$ cat config.mk
export PLATFORM = sky130hd
export DESIGN_NAME = decode_unit
export DESIGN_NICKNAME = d
export VERILOG_FILES = /design/src/common/mips_pkg.sv /design/src/decode/decode_unit.sv
export SDC_FILE = /design/constraint.sdc
export NUM_CORES = 1
export LEC_CHECK = 0
export BUFFER_PORTS_ARGS = -buffer_cell sky130_fd_sc_hd__buf_2
export CAP_MARGIN = 0
export CORE_AREA = 4 4 99 101
export CTS_BUF_LIST = sky130_fd_sc_hd__clkbuf_8
export DETAILED_ROUTE_END_ITERATION = 7
export DIE_AREA = 0 0 103 105
export PLACE_DENSITY = 0.81
export SETUP_SLACK_MARGIN = 0.2
export SYNTH_ARGS = -nofsm -noshare
export SYNTH_HDL_FRONTEND = slang
export SYNTH_SLANG_ARGS = --single-unit
$ cat constraint.sdc
create_clock -name i_clk -period 3.8 [get_ports i_clk]
set_input_delay 0.57 -clock i_clk [delete_from_list [all_inputs] [get_ports i_clk]]
set_output_delay 0.57 -clock i_clk [all_outputs]
set_load 0.005 [all_outputs]
$ cat src/common/mips_pkg.sv
`default_nettype none

package mips_pkg;

    localparam int XLEN        = 32;
    localparam int REG_ADDR_W  = 5;
    localparam int IMM_W       = 16;
    localparam int IMEM_DEPTH  = 256;
    localparam int IMEM_ADDR_W = 8;

    // Primary opcodes
    localparam logic [5:0] OP_RTYPE = 6'h00;
    localparam logic [5:0] OP_ADDIU = 6'h09;
    localparam logic [5:0] OP_SLTI  = 6'h0a;
    localparam logic [5:0] OP_ANDI  = 6'h0c;
    localparam logic [5:0] OP_ORI   = 6'h0d;
    localparam logic [5:0] OP_XORI  = 6'h0e;
    localparam logic [5:0] OP_LUI   = 6'h0f;
    localparam logic [5:0] OP_HALT  = 6'h3f;

    // R-type function codes
    localparam logic [5:0] FN_SLL  = 6'h00;
    localparam logic [5:0] FN_SRL  = 6'h02;
    localparam logic [5:0] FN_ADDU = 6'h21;
    localparam logic [5:0] FN_SUBU = 6'h23;
    localparam logic [5:0] FN_AND  = 6'h24;
    localparam logic [5:0] FN_OR   = 6'h25;
    localparam logic [5:0] FN_XOR  = 6'h26;
    localparam logic [5:0] FN_NOR  = 6'h27;
    localparam logic [5:0] FN_SLT  = 6'h2a;

    typedef enum logic [3:0] {
        ALU_ADD,
        ALU_SUB,
        ALU_AND,
        ALU_OR,
        ALU_XOR,
        ALU_NOR,
        ALU_SLT,
        ALU_SLL,
        ALU_SRL,
        ALU_PASS_B
    } alu_op_e;

    typedef struct packed {
        alu_op_e alu_op;
        logic    imm_b;
        logic    shamt_a;
        logic    reg_write;
        logic    halt;
    } ctrl_t;

    typedef struct packed {
        logic            valid;
        logic [XLEN-1:0] pc;
        logic [XLEN-1:0] instr;
    } fetch_t;

    typedef struct packed {
        logic                  valid;
        ctrl_t                 ctrl;
        logic [REG_ADDR_W-1:0] rs;
        logic [REG_ADDR_W-1:0] rt;
        logic [REG_ADDR_W-1:0] dst;
        logic [XLEN-1:0]       rs_data;
        logic [XLEN-1:0]       rt_data;
        logic [XLEN-1:0]       imm;
    } dec_ex_t;

    typedef struct packed {
        logic                  valid;
        logic                  we;
        logic [REG_ADDR_W-1:0] dst;
        logic [XLEN-1:0]       result;
    } wb_t;

endpackage

`default_nettype wire

$ cat src/decode/decode_unit.sv
`default_nettype none

module decode_unit (
    input  wire                                i_clk,
    input  wire                                i_reset,
    input  wire  mips_pkg::fetch_t             i_fetch,
    input  wire  [mips_pkg::XLEN-1:0]          i_rs_data,
    input  wire  [mips_pkg::XLEN-1:0]          i_rt_data,
    output logic [mips_pkg::REG_ADDR_W-1:0]    o_rs_addr,
    output logic [mips_pkg::REG_ADDR_W-1:0]    o_rt_addr,
    output logic                               o_halt_fetch,
    output mips_pkg::dec_ex_t                  o_dec_ex
);
    import mips_pkg::*;

    logic [5:0]            opcode;
    logic [5:0]            funct;
    logic [REG_ADDR_W-1:0] rd;
    logic [IMM_W-1:0]      imm16;
    logic [XLEN-1:0]       imm_ext;
    ctrl_t                 ctrl;
    logic                  halt_seen_q;

    assign opcode    = i_fetch.instr[31:26];
    assign o_rs_addr = i_fetch.instr[25:21];
    assign o_rt_addr = i_fetch.instr[20:16];
    assign rd        = i_fetch.instr[15:11];
    assign funct     = i_fetch.instr[5:0];
    assign imm16     = i_fetch.instr[IMM_W-1:0];

    always_comb begin
        ctrl        = '0;
        ctrl.alu_op = ALU_ADD;
        case (opcode)
            OP_RTYPE: begin
                ctrl.reg_write = 1'b1;
                case (funct)
                    FN_ADDU: ctrl.alu_op = ALU_ADD;
                    FN_SUBU: ctrl.alu_op = ALU_SUB;
                    FN_AND:  ctrl.alu_op = ALU_AND;
                    FN_OR:   ctrl.alu_op = ALU_OR;
                    FN_XOR:  ctrl.alu_op = ALU_XOR;
                    FN_NOR:  ctrl.alu_op = ALU_NOR;
                    FN_SLT:  ctrl.alu_op = ALU_SLT;
                    FN_SLL: begin
                        ctrl.alu_op  = ALU_SLL;
                        ctrl.shamt_a = 1'b1;
                    end
                    FN_SRL: begin
                        ctrl.alu_op  = ALU_SRL;
                        ctrl.shamt_a = 1'b1;
                    end
                    default: ctrl.reg_write = 1'b0;
                endcase
            end
            OP_ADDIU: ctrl = '{alu_op: ALU_ADD, imm_b: 1'b1, shamt_a: 1'b0,
                               reg_write: 1'b1, halt: 1'b0};
            OP_SLTI:  ctrl = '{alu_op: ALU_SLT, imm_b: 1'b1, shamt_a: 1'b0,
                               reg_write: 1'b1, halt: 1'b0};
            OP_ANDI:  ctrl = '{alu_op: ALU_AND, imm_b: 1'b1, shamt_a: 1'b0,
                               reg_write: 1'b1, halt: 1'b0};
            OP_ORI:   ctrl = '{alu_op: ALU_OR, imm_b: 1'b1, shamt_a: 1'b0,
                               reg_write: 1'b1, halt: 1'b0};
            OP_XORI:  ctrl = '{alu_op: ALU_XOR, imm_b: 1'b1, shamt_a: 1'b0,
                               reg_write: 1'b1, halt: 1'b0};
            OP_LUI:   ctrl = '{alu_op: ALU_PASS_B, imm_b: 1'b1, shamt_a: 1'b0,
                               reg_write: 1'b1, halt: 1'b0};
            OP_HALT:  ctrl.halt = 1'b1;
            default:  ;
        endcase
    end

    // Sign extend for arithmetic compares, zero extend for logic ops
    always_comb begin
        case (opcode)
            OP_ADDIU, OP_SLTI: imm_ext = {{(XLEN-IMM_W){imm16[IMM_W-1]}}, imm16};
            OP_LUI:            imm_ext = {imm16, {(XLEN-IMM_W){1'b0}}};
            default:           imm_ext = {{(XLEN-IMM_W){1'b0}}, imm16};
        endcase
    end

    assign o_halt_fetch = i_fetch.valid && ctrl.halt && !halt_seen_q;

    always_ff @(posedge i_clk) begin
        if (i_reset) begin
            halt_seen_q <= 1'b0;
            o_dec_ex    <= '0;
        end else begin
            if (o_halt_fetch) begin
                halt_seen_q <= 1'b1;
            end
            // Anything behind the halt is squashed here
            o_dec_ex.valid   <= i_fetch.valid && !halt_seen_q;
            o_dec_ex.ctrl    <= ctrl;
            o_dec_ex.rs      <= o_rs_addr;
            o_dec_ex.rt      <= o_rt_addr;
            o_dec_ex.dst     <= (opcode == OP_RTYPE) ? rd : o_rt_addr;
            o_dec_ex.rs_data <= i_rs_data;
            o_dec_ex.rt_data <= i_rt_data;
            o_dec_ex.imm     <= imm_ext;
        end
    end

endmodule

`default_nettype wire

After elaboration in Yosys (flattened, before gate mapping) --
Cells that the tools add are included.
Operators by class: reduce and logical (&&, ||, !) cells 10, equal/unequal tests 15, muxes and demuxes 9
Operators with widths (number):
- $pmux 32 s2 | 1
- $eq 6x6->1 const B | 8
- $eq 6x4->1 const B | 6
- $pmux 4 s8 | 1
- $pmux 4 s6 | 1
- $logic_not 6->1 | 2
- $reduce_or 9->1 | 1
- $eq 6x2->1 const B | 1
- $reduce_or 6->1 | 1
- $mux 5 | 1
- $mux 1 | 4
- $pmux 2 s2 | 1
- $reduce_or 2->1 | 2
- $logic_and 1x1->1 | 3
- $logic_not 1->1 | 1
Storage, ports and cells: input bits 131, flip-flop bits (word level) 121, output and inout port bits 131, logic and storage cells 47

Depth between registers and ports, before layout --
Gate-level depths: netlist of run 1.
depth in word-level cells 4, mapped depth 6, depth with buffers taken out 4

Worst setup path before layout of run 1 --
OpenSTA, ideal clock, no wires.
path type in2reg, start point input port i_fetch[26] (netlist bit), end point register o_dec_ex[100] (netlist bit), setup slack 1.870 ns, setup time 0.128 ns, path buffers 2, stages 6, arrival 1.802 ns, cells stage by stage buf_6 or3_4 or4_1 buf_2 mux2i_1 nor2_1
Between the ends: cells in the longest elaborated chain, start to end 2
Ends and longest elaborated chain:
- start, declared | RTL line decode_unit.sv:6 | input wire mips_pkg::fetch_t i_fetch,
- $logic_not 6->1 | RTL line decode_unit.sv:97 | o_dec_ex.dst <= (opcode == OP_RTYPE) ? rd : o_rt_addr;
- $mux 5 | RTL line decode_unit.sv:97
- end, declared | RTL line decode_unit.sv:12 | output mips_pkg::dec_ex_t o_dec_ex
Every way passes these cells. A chain may end at the register's enable or synchronous reset.

Worst setup path after layout of run 1 --
start point input port i_fetch[28] (netlist bit), end point output port o_halt_fetch
Between the ends: cells in the longest elaborated chain, start to end 4
Ends and longest elaborated chain:
- $eq 6x6->1 | RTL line decode_unit.sv:34 | case (opcode)
- $mux 1 | RTL line decode_unit.sv:34
- $logic_and 1x1->1 (2 in series) | RTL line decode_unit.sv:82 | assign o_halt_fetch = i_fetch.valid && ctrl.halt && !halt_seen_q;
- end, declared | RTL line decode_unit.sv:11 | output logic o_halt_fetch,
Every way passes these cells.

==> impl_metrics.json, run 1 <==
{
  "ys_seq_area_frac": 0.653,
  "power_mw": 2.76,
  "relSlewSlack": 0.421,
  "hold_class": "input pin to flop",
  "synth_enable_flop_cells": 0,
  "overflow": 0,
  "clock-root-buffer": "clkbuf_8",
  "drt_iter0_drc": 91,
  "vias": 3078,
  "rsz0062_at_grt": "false",
  "drive_gt1_frac": 0.468,
  "syn_area_um2": 3710,
  "cts_resized": 0,
  "drv_slew": 0,
  "synth_top_area_cell": "dfxtp_1",
  "avgSynthCellArea_um2": 11.2,
  "min_period_ps": 2080,
  "nNetsFinal": 684,
  "setup_ws_ps": 1720,
  "cts_buffers": 17,
  "ys_types": 37,
  "fin_tns_setup_ps": 0,
  "start_util": 0.411,
  "postRouteAntennaNets": 0,
  "synth.most_common_cell": "dfxtp_1",
  "cts.reportedPaths.clkPinSlew_ps": 70,
  "final-instance-count-excl-fill": 677,
  "finClkSkew_ps": 4.44,
  "fill_cells": 769,
  "area_delta_synth_final_pct": 42.1,
  "post_drt_wl_per_cell_um": 14.8,
  "gp_congestion": 0.868,
  "dieArea_um2": 10800,
  "peakVddDrop_uv": 254,
  "htreeDepth": 4,
  "required_ps": 3230,
  "cp.arrival_ps": 1510,
  "grt_pass1_vias": 3091,
  "synthArstFlopShare": 0,
  "netlist_top_cells_count": "dfxtp_1, nor2b_1, nor2_1, clkbuf_1, and3_1",
  "setup_viol": 0,
  "max-cap-violations": 0,
  "clockBufferDepth": 2,
  "status": "completed",
  "critPathKind": "input pin to output pin",
  "synthFlopType": "dfxtp_1",
  "antenna_found_initial": 0,
  "grt_usage": 0.184,
  "yosysWarnings": 0,
  "final_util": 0.584,
  "core_um2": 9020,
  "netlist_instances": 332,
  "grt_max_degree": 50,
  "placementRows": 35,
  "synth-seq-cells": 121,
  "cts_tree": "built",
  "ctsHoldBuffers": 0,
  "io-pin-count": 262,
  "p_leak_nw": 2.79,
  "grt_pass1_wl_um": 15300,
  "dieWidth_um": 103,
  "wl_um": 10000,
  "final-hold-violation-count": 0,
  "insertion_delay_ps": 410,
  "path_max_fanout": 12,
  "io_buffer_count": 229,
  "drt-vias-per-instance": 4.55,
  "cts_setup_buffers": 0,
  "place_ws_ps": 1420,
  "fmax_ghz": 0.480,
  "drt-pass1-iter-count": 4,
  "powerDensity_nw_per_um2": 524,
  "yosysTopAreaCellShare": 0.653,
  "synthesis.nets": 463,
  "fin_crit_sh": 0.548,
  "dp_hpwl_um": 7740,
  "die_h_um": 105,
  "cts_sinks": 121,
  "synth.area.top_cells": "dfxtp_1, nor2b_1, a21o_1, buf_4, nor2_1",
  "crit_path_start_kind": "input pin",
  "dp.cells": 645,
  "cp-end-kind": "output pin",
  "diodes": 0,
  "tightest_slew_ps": 869,
  "drcViolationCount": 0
}
==> flip-flops by register name, summed over array words and instances, names as in the netlist <==
signal and cells:
halt_seen_q 1, o_dec_ex 120
==> power breakdown <==
part	total [mW]	switching [mW]	internal [mW]
Combinational	0.216	0.105	0.112
Clock	1.21	0.518	0.691
Sequential	1.34	0.0121	1.32
==> logic make-up after synthesis <==
kind of cell	synth area share
buffers and inverters	0.0462
AND/OR/NAND/NOR	0.227
multiplexers	0.0135
flip-flops	0.653
AO/OA/AOI/OAI	0.0547
XOR/XNOR	0.00473
==> per-stage QoR <==
step / hold slack, ps / cell area (um^2)
2_1_floorplan: 431 / 3710
3_3_place_gp: 444 / 4840
3_5_place_dp: 457 / 4840
4_1_cts: 329 / 5270
5_1_grt: 328 / 5270
6_report: 357 / 5270
==> path summary, 6_finish.rpt <==
| path | start | endpoint | cells past startpoint | slack (ps) |
|---|---|---|---|---|
| worst max-delay path | i_fetch[28] | o_halt_fetch | 6 | 1720 |
| worst min-delay path | i_rt_data[13] | o_dec_ex[45] | 2 | 360 |
| worst max register to register | halt_seen_q | o_dec_ex[119] | 2 | 3100 |
| worst min register to register | halt_seen_q | halt_seen_q | 2 | 470 |
==> worst max-delay path, stage by stage <==
cell and delay [ps]:
buf_2 220, nand4_1 170, inv_1 100, nand3_1 130, nor2_1 180, buf_2 140
==> layer usage <==
metal  part of all wire  global-route usage  wire length, um
met3               0.10              0.0668             1010
met5                  0                   0                0
met4              0.024              0.0814              239
met2               0.50               0.313             5000
met1               0.38               0.202             3790
==> cell usage in the layout, fill, tap and decap left out, drive strengths merged, types with 2 or more instances in the layout <==
| cell type | netlist | final |
|---|---|---|
| dfxtp | 121 | 121 |
| clkbuf | 14 | 19 |
| clkinv | 0 | 5 |
| a21oi | 6 | 6 |
| a21o | 10 | 10 |
| nand3 | 4 | 4 |
| nor2b | 76 | 76 |
| inv | 3 | 6 |
| nor4 | 2 | 2 |
| nor2 | 20 | 20 |
| nand2 | 8 | 8 |
| and3 | 11 | 11 |
| a221oi | 2 | 2 |
| buf | 14 | 230 |
| clkinvlp | 0 | 2 |
| nand2b | 2 | 2 |
| or4 | 2 | 2 |
| nor3b | 4 | 4 |
| mux2i | 5 | 5 |
| nor3 | 5 | 5 |
| o21ai | 6 | 6 |
| nand4 | 3 | 3 |
| or3 | 2 | 2 |
| bufinv | 0 | 3 |
==> area by class of cell <==
| type | instances | area (um^2) | share of cell area |
|---|---|---|---|
| Sequential cell | 121 | 2420 | 0.460 |
| Timing Repair Buffer | 230 | 1150 | 0.219 |
| Multi-Input combinational cell | 180 | 1110 | 0.211 |
| Clock buffer | 19 | 262 | 0.0496 |
| Clock inverter | 13 | 168 | 0.0318 |
| Tap cell | 111 | 139 | 0.0264 |
| Inverter | 3 | 11.3 | 0.00214 |
Note: power is estimated with default switching activity, not from simulation.
==> run 2, diff against run 1 <==
--- a/config.mk
+++ b/config.mk
@@ -7,11 +7,11 @@
 export LEC_CHECK = 0
 export BUFFER_PORTS_ARGS = -buffer_cell sky130_fd_sc_hd__buf_2
 export CAP_MARGIN = 0
-export CORE_AREA = 4 4 99 101
+export CORE_MARGIN = 4
+export CORE_UTILIZATION = 42
 export CTS_BUF_LIST = sky130_fd_sc_hd__clkbuf_8
 export DETAILED_ROUTE_END_ITERATION = 7
-export DIE_AREA = 0 0 103 105
-export PLACE_DENSITY = 0.81
+export PLACE_DENSITY = 0.82
 export SETUP_SLACK_MARGIN = 0.2
 export SYNTH_ARGS = -nofsm -noshare
 export SYNTH_HDL_FRONTEND = slang
==> constraint.sdc (replaced) <==
create_clock -name i_clk -period 2.1 [get_ports i_clk]
set_input_delay 0.315 -clock i_clk [delete_from_list [all_inputs] [get_ports i_clk]]
set_output_delay 0.315 -clock i_clk [all_outputs]
set_load 0.005 [all_outputs]
==> run 2 against run 1 <==
Compared with the run above: non-clock buffer count rose by 4; routed wire length down 2.7%; first-iteration DRC count is 22% lower; worst hold slack got worse by 250 ps; cell area is 0.93% higher; critical path type unchanged.
==> impl_metrics.json, run 2 (synthesis results as in run 1) <==
{
  "clockBufferDepth": 2,
  "setup_viol": 0,
  "largest_register_ffs": 120,
  "grt_max_degree": 50,
  "die_h_um": 102,
  "fin_tns_setup_ps": 0,
  "drt-pass1-iter-count": 4,
  "dp_hpwl_um": 7370,
  "cts_setup_buffers": 0,
  "worst-path-buf-inv": 3,
  "grt_usage": 0.180,
  "powerDensity_nw_per_um2": 962,
  "slowest_stage": "buf_2",
  "min_period_ps": 1500,
  "peakVddDrop_uv": 485,
  "crit_family": "buffers and inverters",
  "drt-vias-per-instance": 4.55,
  "tightest_slew_ps": 565,
  "most-common-layout-cells": "buf_2, dfxtp_1, nor2b_1",
  "antenna_found_initial": 0,
  "drcViolationCount": 0,
  "fin_crit_sh": 0.716,
  "placed_area_um2": 4870,
  "area_delta_synth_final_pct": 43.4,
  "dieArea_um2": 10400,
  "worstPathCellList": "buf_2 > nand4_1 > inv_1 > nand3_1 > nor2_1 > buf_2",
  "vias": 3087,
  "drive_gt1_frac": 0.472,
  "start_util": 0.429,
  "drv_slew": 0,
  "hold_class": "input pin to flop",
  "overflow": 0,
  "fmax_ghz": 0.665,
  "cp.arrival_ps": 1190,
  "required_ps": 1780,
  "cts_resized": 0,
  "path_max_fanout": 12,
  "cp-end-kind": "output pin",
  "diodes": 0,
  "drt_iter0_drc": 71,
  "p_leak_nw": 2.82,
  "finClkSkew_ps": 3.91,
  "post_drt_wl_per_cell_um": 14.4,
  "wl_um": 9770,
  "cts_tree": "built",
  "grt_pass1_wl_um": 14300,
  "cpPeakStageDelay_ps": 210,
  "crit_path_start_kind": "input pin",
  "nNetsFinal": 688,
  "htreeDepth": 4,
  "postRouteAntennaNets": 0,
  "clock-root-buffer": "clkbuf_8",
  "worst_path_most_repeated_cell": "buf_2",
  "cts_buffers": 17,
  "grt_pass1_vias": 2957,
  "relSlewSlack": 0.622,
  "reg_top3": "o_dec_ex x120, halt_seen_q x1",
  "cts.reportedPaths.clkPinSlew_ps": 80,
  "largest_register": "o_dec_ex",
  "final_area_um2": 5320,
  "status": "completed",
  "insertion_delay_ps": 410,
  "critPathKind": "input pin to output pin",
  "final-hold-violation-count": 0,
  "core_um2": 8640,
  "max-cap-violations": 0,
  "fill_cells": 743,
  "rsz0062_at_grt": "false",
  "cts_sinks": 121,
  "io_buffer_count": 229,
  "ctsHoldBuffers": 0,
  "final_common_cell": "buf_2",
  "gp_congestion": 0.866,
  "dieWidth_um": 102,
  "placementRows": 34,
  "io-pin-count": 262
}
-- run 2: changes by cell type in the layout (fill, tap and decap cells not counted) --
| cell | change |
|---|---|
| buf_4 | +4 |
| bufinv_16 | +1 |
| clkinvlp_4 | -1 |
-- run 2: through the flow --
step | setup WS [ps] | util | hold WS (ps) | cells | power (mW)
floorplan | 425 | - | 425 | 332 | 2.64
global placement | 255 | 0.563 | 451 | 646 | 2.86
detailed placement | 206 | 0.563 | 462 | 646 | 2.87
CTS | 596 | 0.616 | 83.0 | 678 | 5.18
global route | 498 | 0.616 | 83.9 | 678 | 5.34
finish | 596 | 0.616 | 103 | 678 | 5.12
-- run 2: path summary, 6_finish.rpt --
kind,slack (ps),endpoint,start,cells past startpoint
max,600,o_halt_fetch,i_fetch[28],6
min reg2reg,470,halt_seen_q,halt_seen_q,2
max reg2reg,1450,o_dec_ex[119],halt_seen_q,2
min,100,o_dec_ex[60],i_rt_data[28],2
-- run 2: layer usage --
layer  vias up  global-route usage  share of wire
met5         -                   0              0
met4         0              0.0616         0.0062
met3         6              0.0621           0.10
met2       145               0.315           0.50
met1      1410               0.204           0.39
li1       1526                   -              -
-- run 2: final cells by class --
class                   instances  area (um^2)  share of cell area
clock buffers                  19          262              0.0492
clock inverters                13          190              0.0358
inverters                       3         11.3             0.00212
multi-input cells             180         1110               0.209
flip-flops and latches        121         2420               0.456
well taps                     108          135              0.0254
repair buffers                234         1180               0.223
-- run 2: where the power goes --
group	total [mW]	switching, mW	internal, mW
Clock	2.30	0.934	1.37
Combinational	0.393	0.188	0.204
Sequential	2.42	0.0222	2.40
==> run 3, diff against run 2 <==
--- a/config.mk
+++ b/config.mk
@@ -5,13 +5,14 @@
 export SDC_FILE = /design/constraint.sdc
 export NUM_CORES = 1
 export LEC_CHECK = 0
+export ABC_AREA = 1
 export BUFFER_PORTS_ARGS = -buffer_cell sky130_fd_sc_hd__buf_2
 export CAP_MARGIN = 0
 export CORE_MARGIN = 4
-export CORE_UTILIZATION = 42
+export CORE_UTILIZATION = 38
 export CTS_BUF_LIST = sky130_fd_sc_hd__clkbuf_8
 export DETAILED_ROUTE_END_ITERATION = 7
-export PLACE_DENSITY = 0.82
+export PLACE_DENSITY = 0.77
 export SETUP_SLACK_MARGIN = 0.2
 export SYNTH_ARGS = -nofsm -noshare
 export SYNTH_HDL_FRONTEND = slang
==> constraint.sdc (replaced) <==
create_clock -name i_clk -period 1.2 [get_ports i_clk]
set_input_delay 0.18 -clock i_clk [delete_from_list [all_inputs] [get_ports i_clk]]
set_output_delay 0.18 -clock i_clk [all_outputs]
set_load 0.005 [all_outputs]
==> run 3 against run 2 <==
Compared with the run above: critical endpoint unchanged; clock power grew 56%; the run now ends with setup timing left; combinational power increased to 2.5 times the previous value; die area grew 12%; routed wire length rose by 33%.
==> impl_metrics.json, run 3 <==
{
  "wl_um": 13000,
  "drt-pass1-iter-count": 4,
  "grt_pass1_vias": 3869,
  "clockBufferDepth": 2,
  "path_max_fanout": 2,
  "area_delta_synth_final_pct": 71.3,
  "synthesis.nets": 567,
  "die_h_um": 108,
  "cts_sinks": 121,
  "largest_register_ffs": 120,
  "reg_top3": "o_dec_ex x120, halt_seen_q x1",
  "cts_buffers": 17,
  "relSlewSlack": 0.756,
  "dieWidth_um": 108,
  "fmax_ghz": 0.811,
  "drv_slew": 0,
  "slowest_stage": "dfxtp_2",
  "insertion_delay_ps": 410,
  "avgSynthCellArea_um2": 8.74,
  "netlist_instances": 436,
  "gp_congestion": 0.857,
  "clock-root-buffer": "clkbuf_8",
  "cts.reportedPaths.clkPinSlew_ps": 70,
  "cp-end-kind": "output pin",
  "finClkSkew_ps": 0.0965,
  "max-cap-violations": 0,
  "p_leak_nw": 3.56,
  "final-hold-violation-count": 0,
  "cts_tree": "built",
  "power_mw": 8.87,
  "hold_class": "input pin to flop",
  "synth.most_common_cell": "dfxtp_1",
  "setup_ws_ps": -33.7,
  "yosysTopAreaCellShare": 0.636,
  "critPathKind": "flop to output pin",
  "fin_crit_sh": 1.03,
  "syn_area_um2": 3810,
  "cp.arrival_ps": 1050,
  "powerDensity_nw_per_um2": 1360,
  "largest_register": "o_dec_ex",
  "ys_types": 22,
  "synthArstFlopShare": 0,
  "grt_pass1_wl_um": 18100,
  "crit_path_start_kind": "flop",
  "overflow": 0,
  "synth_enable_flop_cells": 0,
  "grt_usage": 0.200,
  "fill_cells": 739,
  "io-pin-count": 262,
  "netlist_top_cells_count": "dfxtp_1, nor2_1, inv_1, nand2_1, nand3_1",
  "dieArea_um2": 11700,
  "dp_hpwl_um": 8010,
  "synth.area.top_cells": "dfxtp_1, nor2_1, inv_1, nand2_1, nand3_1",
  "setup_viol": 1,
  "post_drt_wl_per_cell_um": 14.6,
  "grt_max_degree": 58,
  "cpPeakStageDelay_ps": 330,
  "violations": "setup timing",
  "drive_gt1_frac": 0.453,
  "rsz0062_at_grt": "true",
  "synthFlopType": "dfxtp_1",
  "ys_seq_area_frac": 0.636,
  "synth_top_area_cell": "dfxtp_1",
  "yosysWarnings": 0,
  "drt_iter0_drc": 250,
  "postRouteAntennaNets": 0,
  "nNetsFinal": 873,
  "worstPathCellList": "inv_2 > nand2_2 > nor2_2 > buf_2",
  "required_ps": 1020,
  "start_util": 0.390,
  "core_um2": 9770,
  "placementRows": 36,
  "whs_ps": 21.1,
  "io_buffer_count": 229,
  "peakVddDrop_uv": 591,
  "final_common_cell": "buf_2",
  "drt-vias-per-instance": 4.35,
  "tightest_slew_ps": 364,
  "min_period_ps": 1230,
  "most-common-layout-cells": "buf_2, nor2_1, inv_1",
  "drcViolationCount": 0,
  "vias": 3880,
  "synth-seq-cells": 121,
  "status": "complete, but fails checks",
  "htreeDepth": 4,
  "antenna_found_initial": 1
}
## run 3: cell types whose count changed after synthesis, moves of 5 or more
| cell | previous run | this run |
|---|---|---|
| clkbuf_1 | 14 | 8 |
| nor2b_1 | 76 | 0 |
| o21ai_0 | 0 | 7 |
| a21o_1 | 10 | 0 |
| inv_1 | 3 | 90 |
| nand3_1 | 4 | 23 |
| mux2i_1 | 5 | 0 |
| and3_1 | 11 | 0 |
| nand2_1 | 8 | 32 |
| nor2_1 | 20 | 99 |
## run 3: stage by stage
step	instances	setup slack [ps]	area, um^2	utilization	setup TNS [ps]
6_report	891	-33.7	6520	0.667	-33.7
5_1_grt	889	-90.4	6520	0.667	-90.4
4_1_cts	888	-37.7	6280	0.642	-37.7
3_5_place_dp	779	-6.32	5050	0.517	-7.59
3_3_place_gp	779	49.7	5050	0.517	0
2_1_floorplan	436	181	3810	-	0
## run 3: path summary, 6_finish.rpt
path	startpoint	to	slack [ps]	depth (start not counted)
worst max register to register	halt_seen_q	halt_seen_q	340	5
worst min register to register	halt_seen_q	o_dec_ex[119]	510	3
worst min-delay path	i_fetch[64]	o_dec_ex[119]	20	3
worst max-delay path	halt_seen_q	o_halt_fetch	-30	4
## run 3: report_power, final
group / internal, mW / switching [mW]
Sequential: 4.21 / 0.0610
Combinational: 0.563 / 0.438
Clock: 1.99 / 1.60
Total: 6.77 / 2.10
## run 3: kinds of logic after synthesis
kind of cell           share of synthesized area
AOI/OAI and AO/OA                         0.0374
buffers and inverters                      0.138
DFF                                        0.636
and+or+nand+nor                            0.189
## run 3: repair_timing
item                       in CTS  in global routing
buffers inserted                2                  0
setup endpoints to repair     121                121
pin swaps                       1                  0
hold buffers                   75                  0
gates resized for setup        28                 65
hold endpoints to repair       76                  0
## run 3: routing by layer
layer  track usage  up-vias  routed length [um]
li1              -     1880                   -
met4        0.0929        0                 332
met1         0.195     1758                4530
met3        0.0687       29                1260
met2         0.377      213                6850
met5             0        -                   0
## run 3: cell type report
class,instances,area [um^2],area share
Antenna cell,3,7.51,0.00115
Clock buffer,20,275,0.0422
Clock inverter,12,124,0.0190
Inverter,94,353,0.0541
Multi-Input combinational cell,194,870,0.133
Sequential cell,121,2490,0.381
Tap cell,133,166,0.0255
Timing Repair Buffer,314,2240,0.343
## run 3: worst max-delay path: cells and delay by family, from the launching register on
family                 cells  cell delay (ps)
flip-flops                 1              330
buffers and inverters      2              170
AND/OR/NAND/NOR            2              150
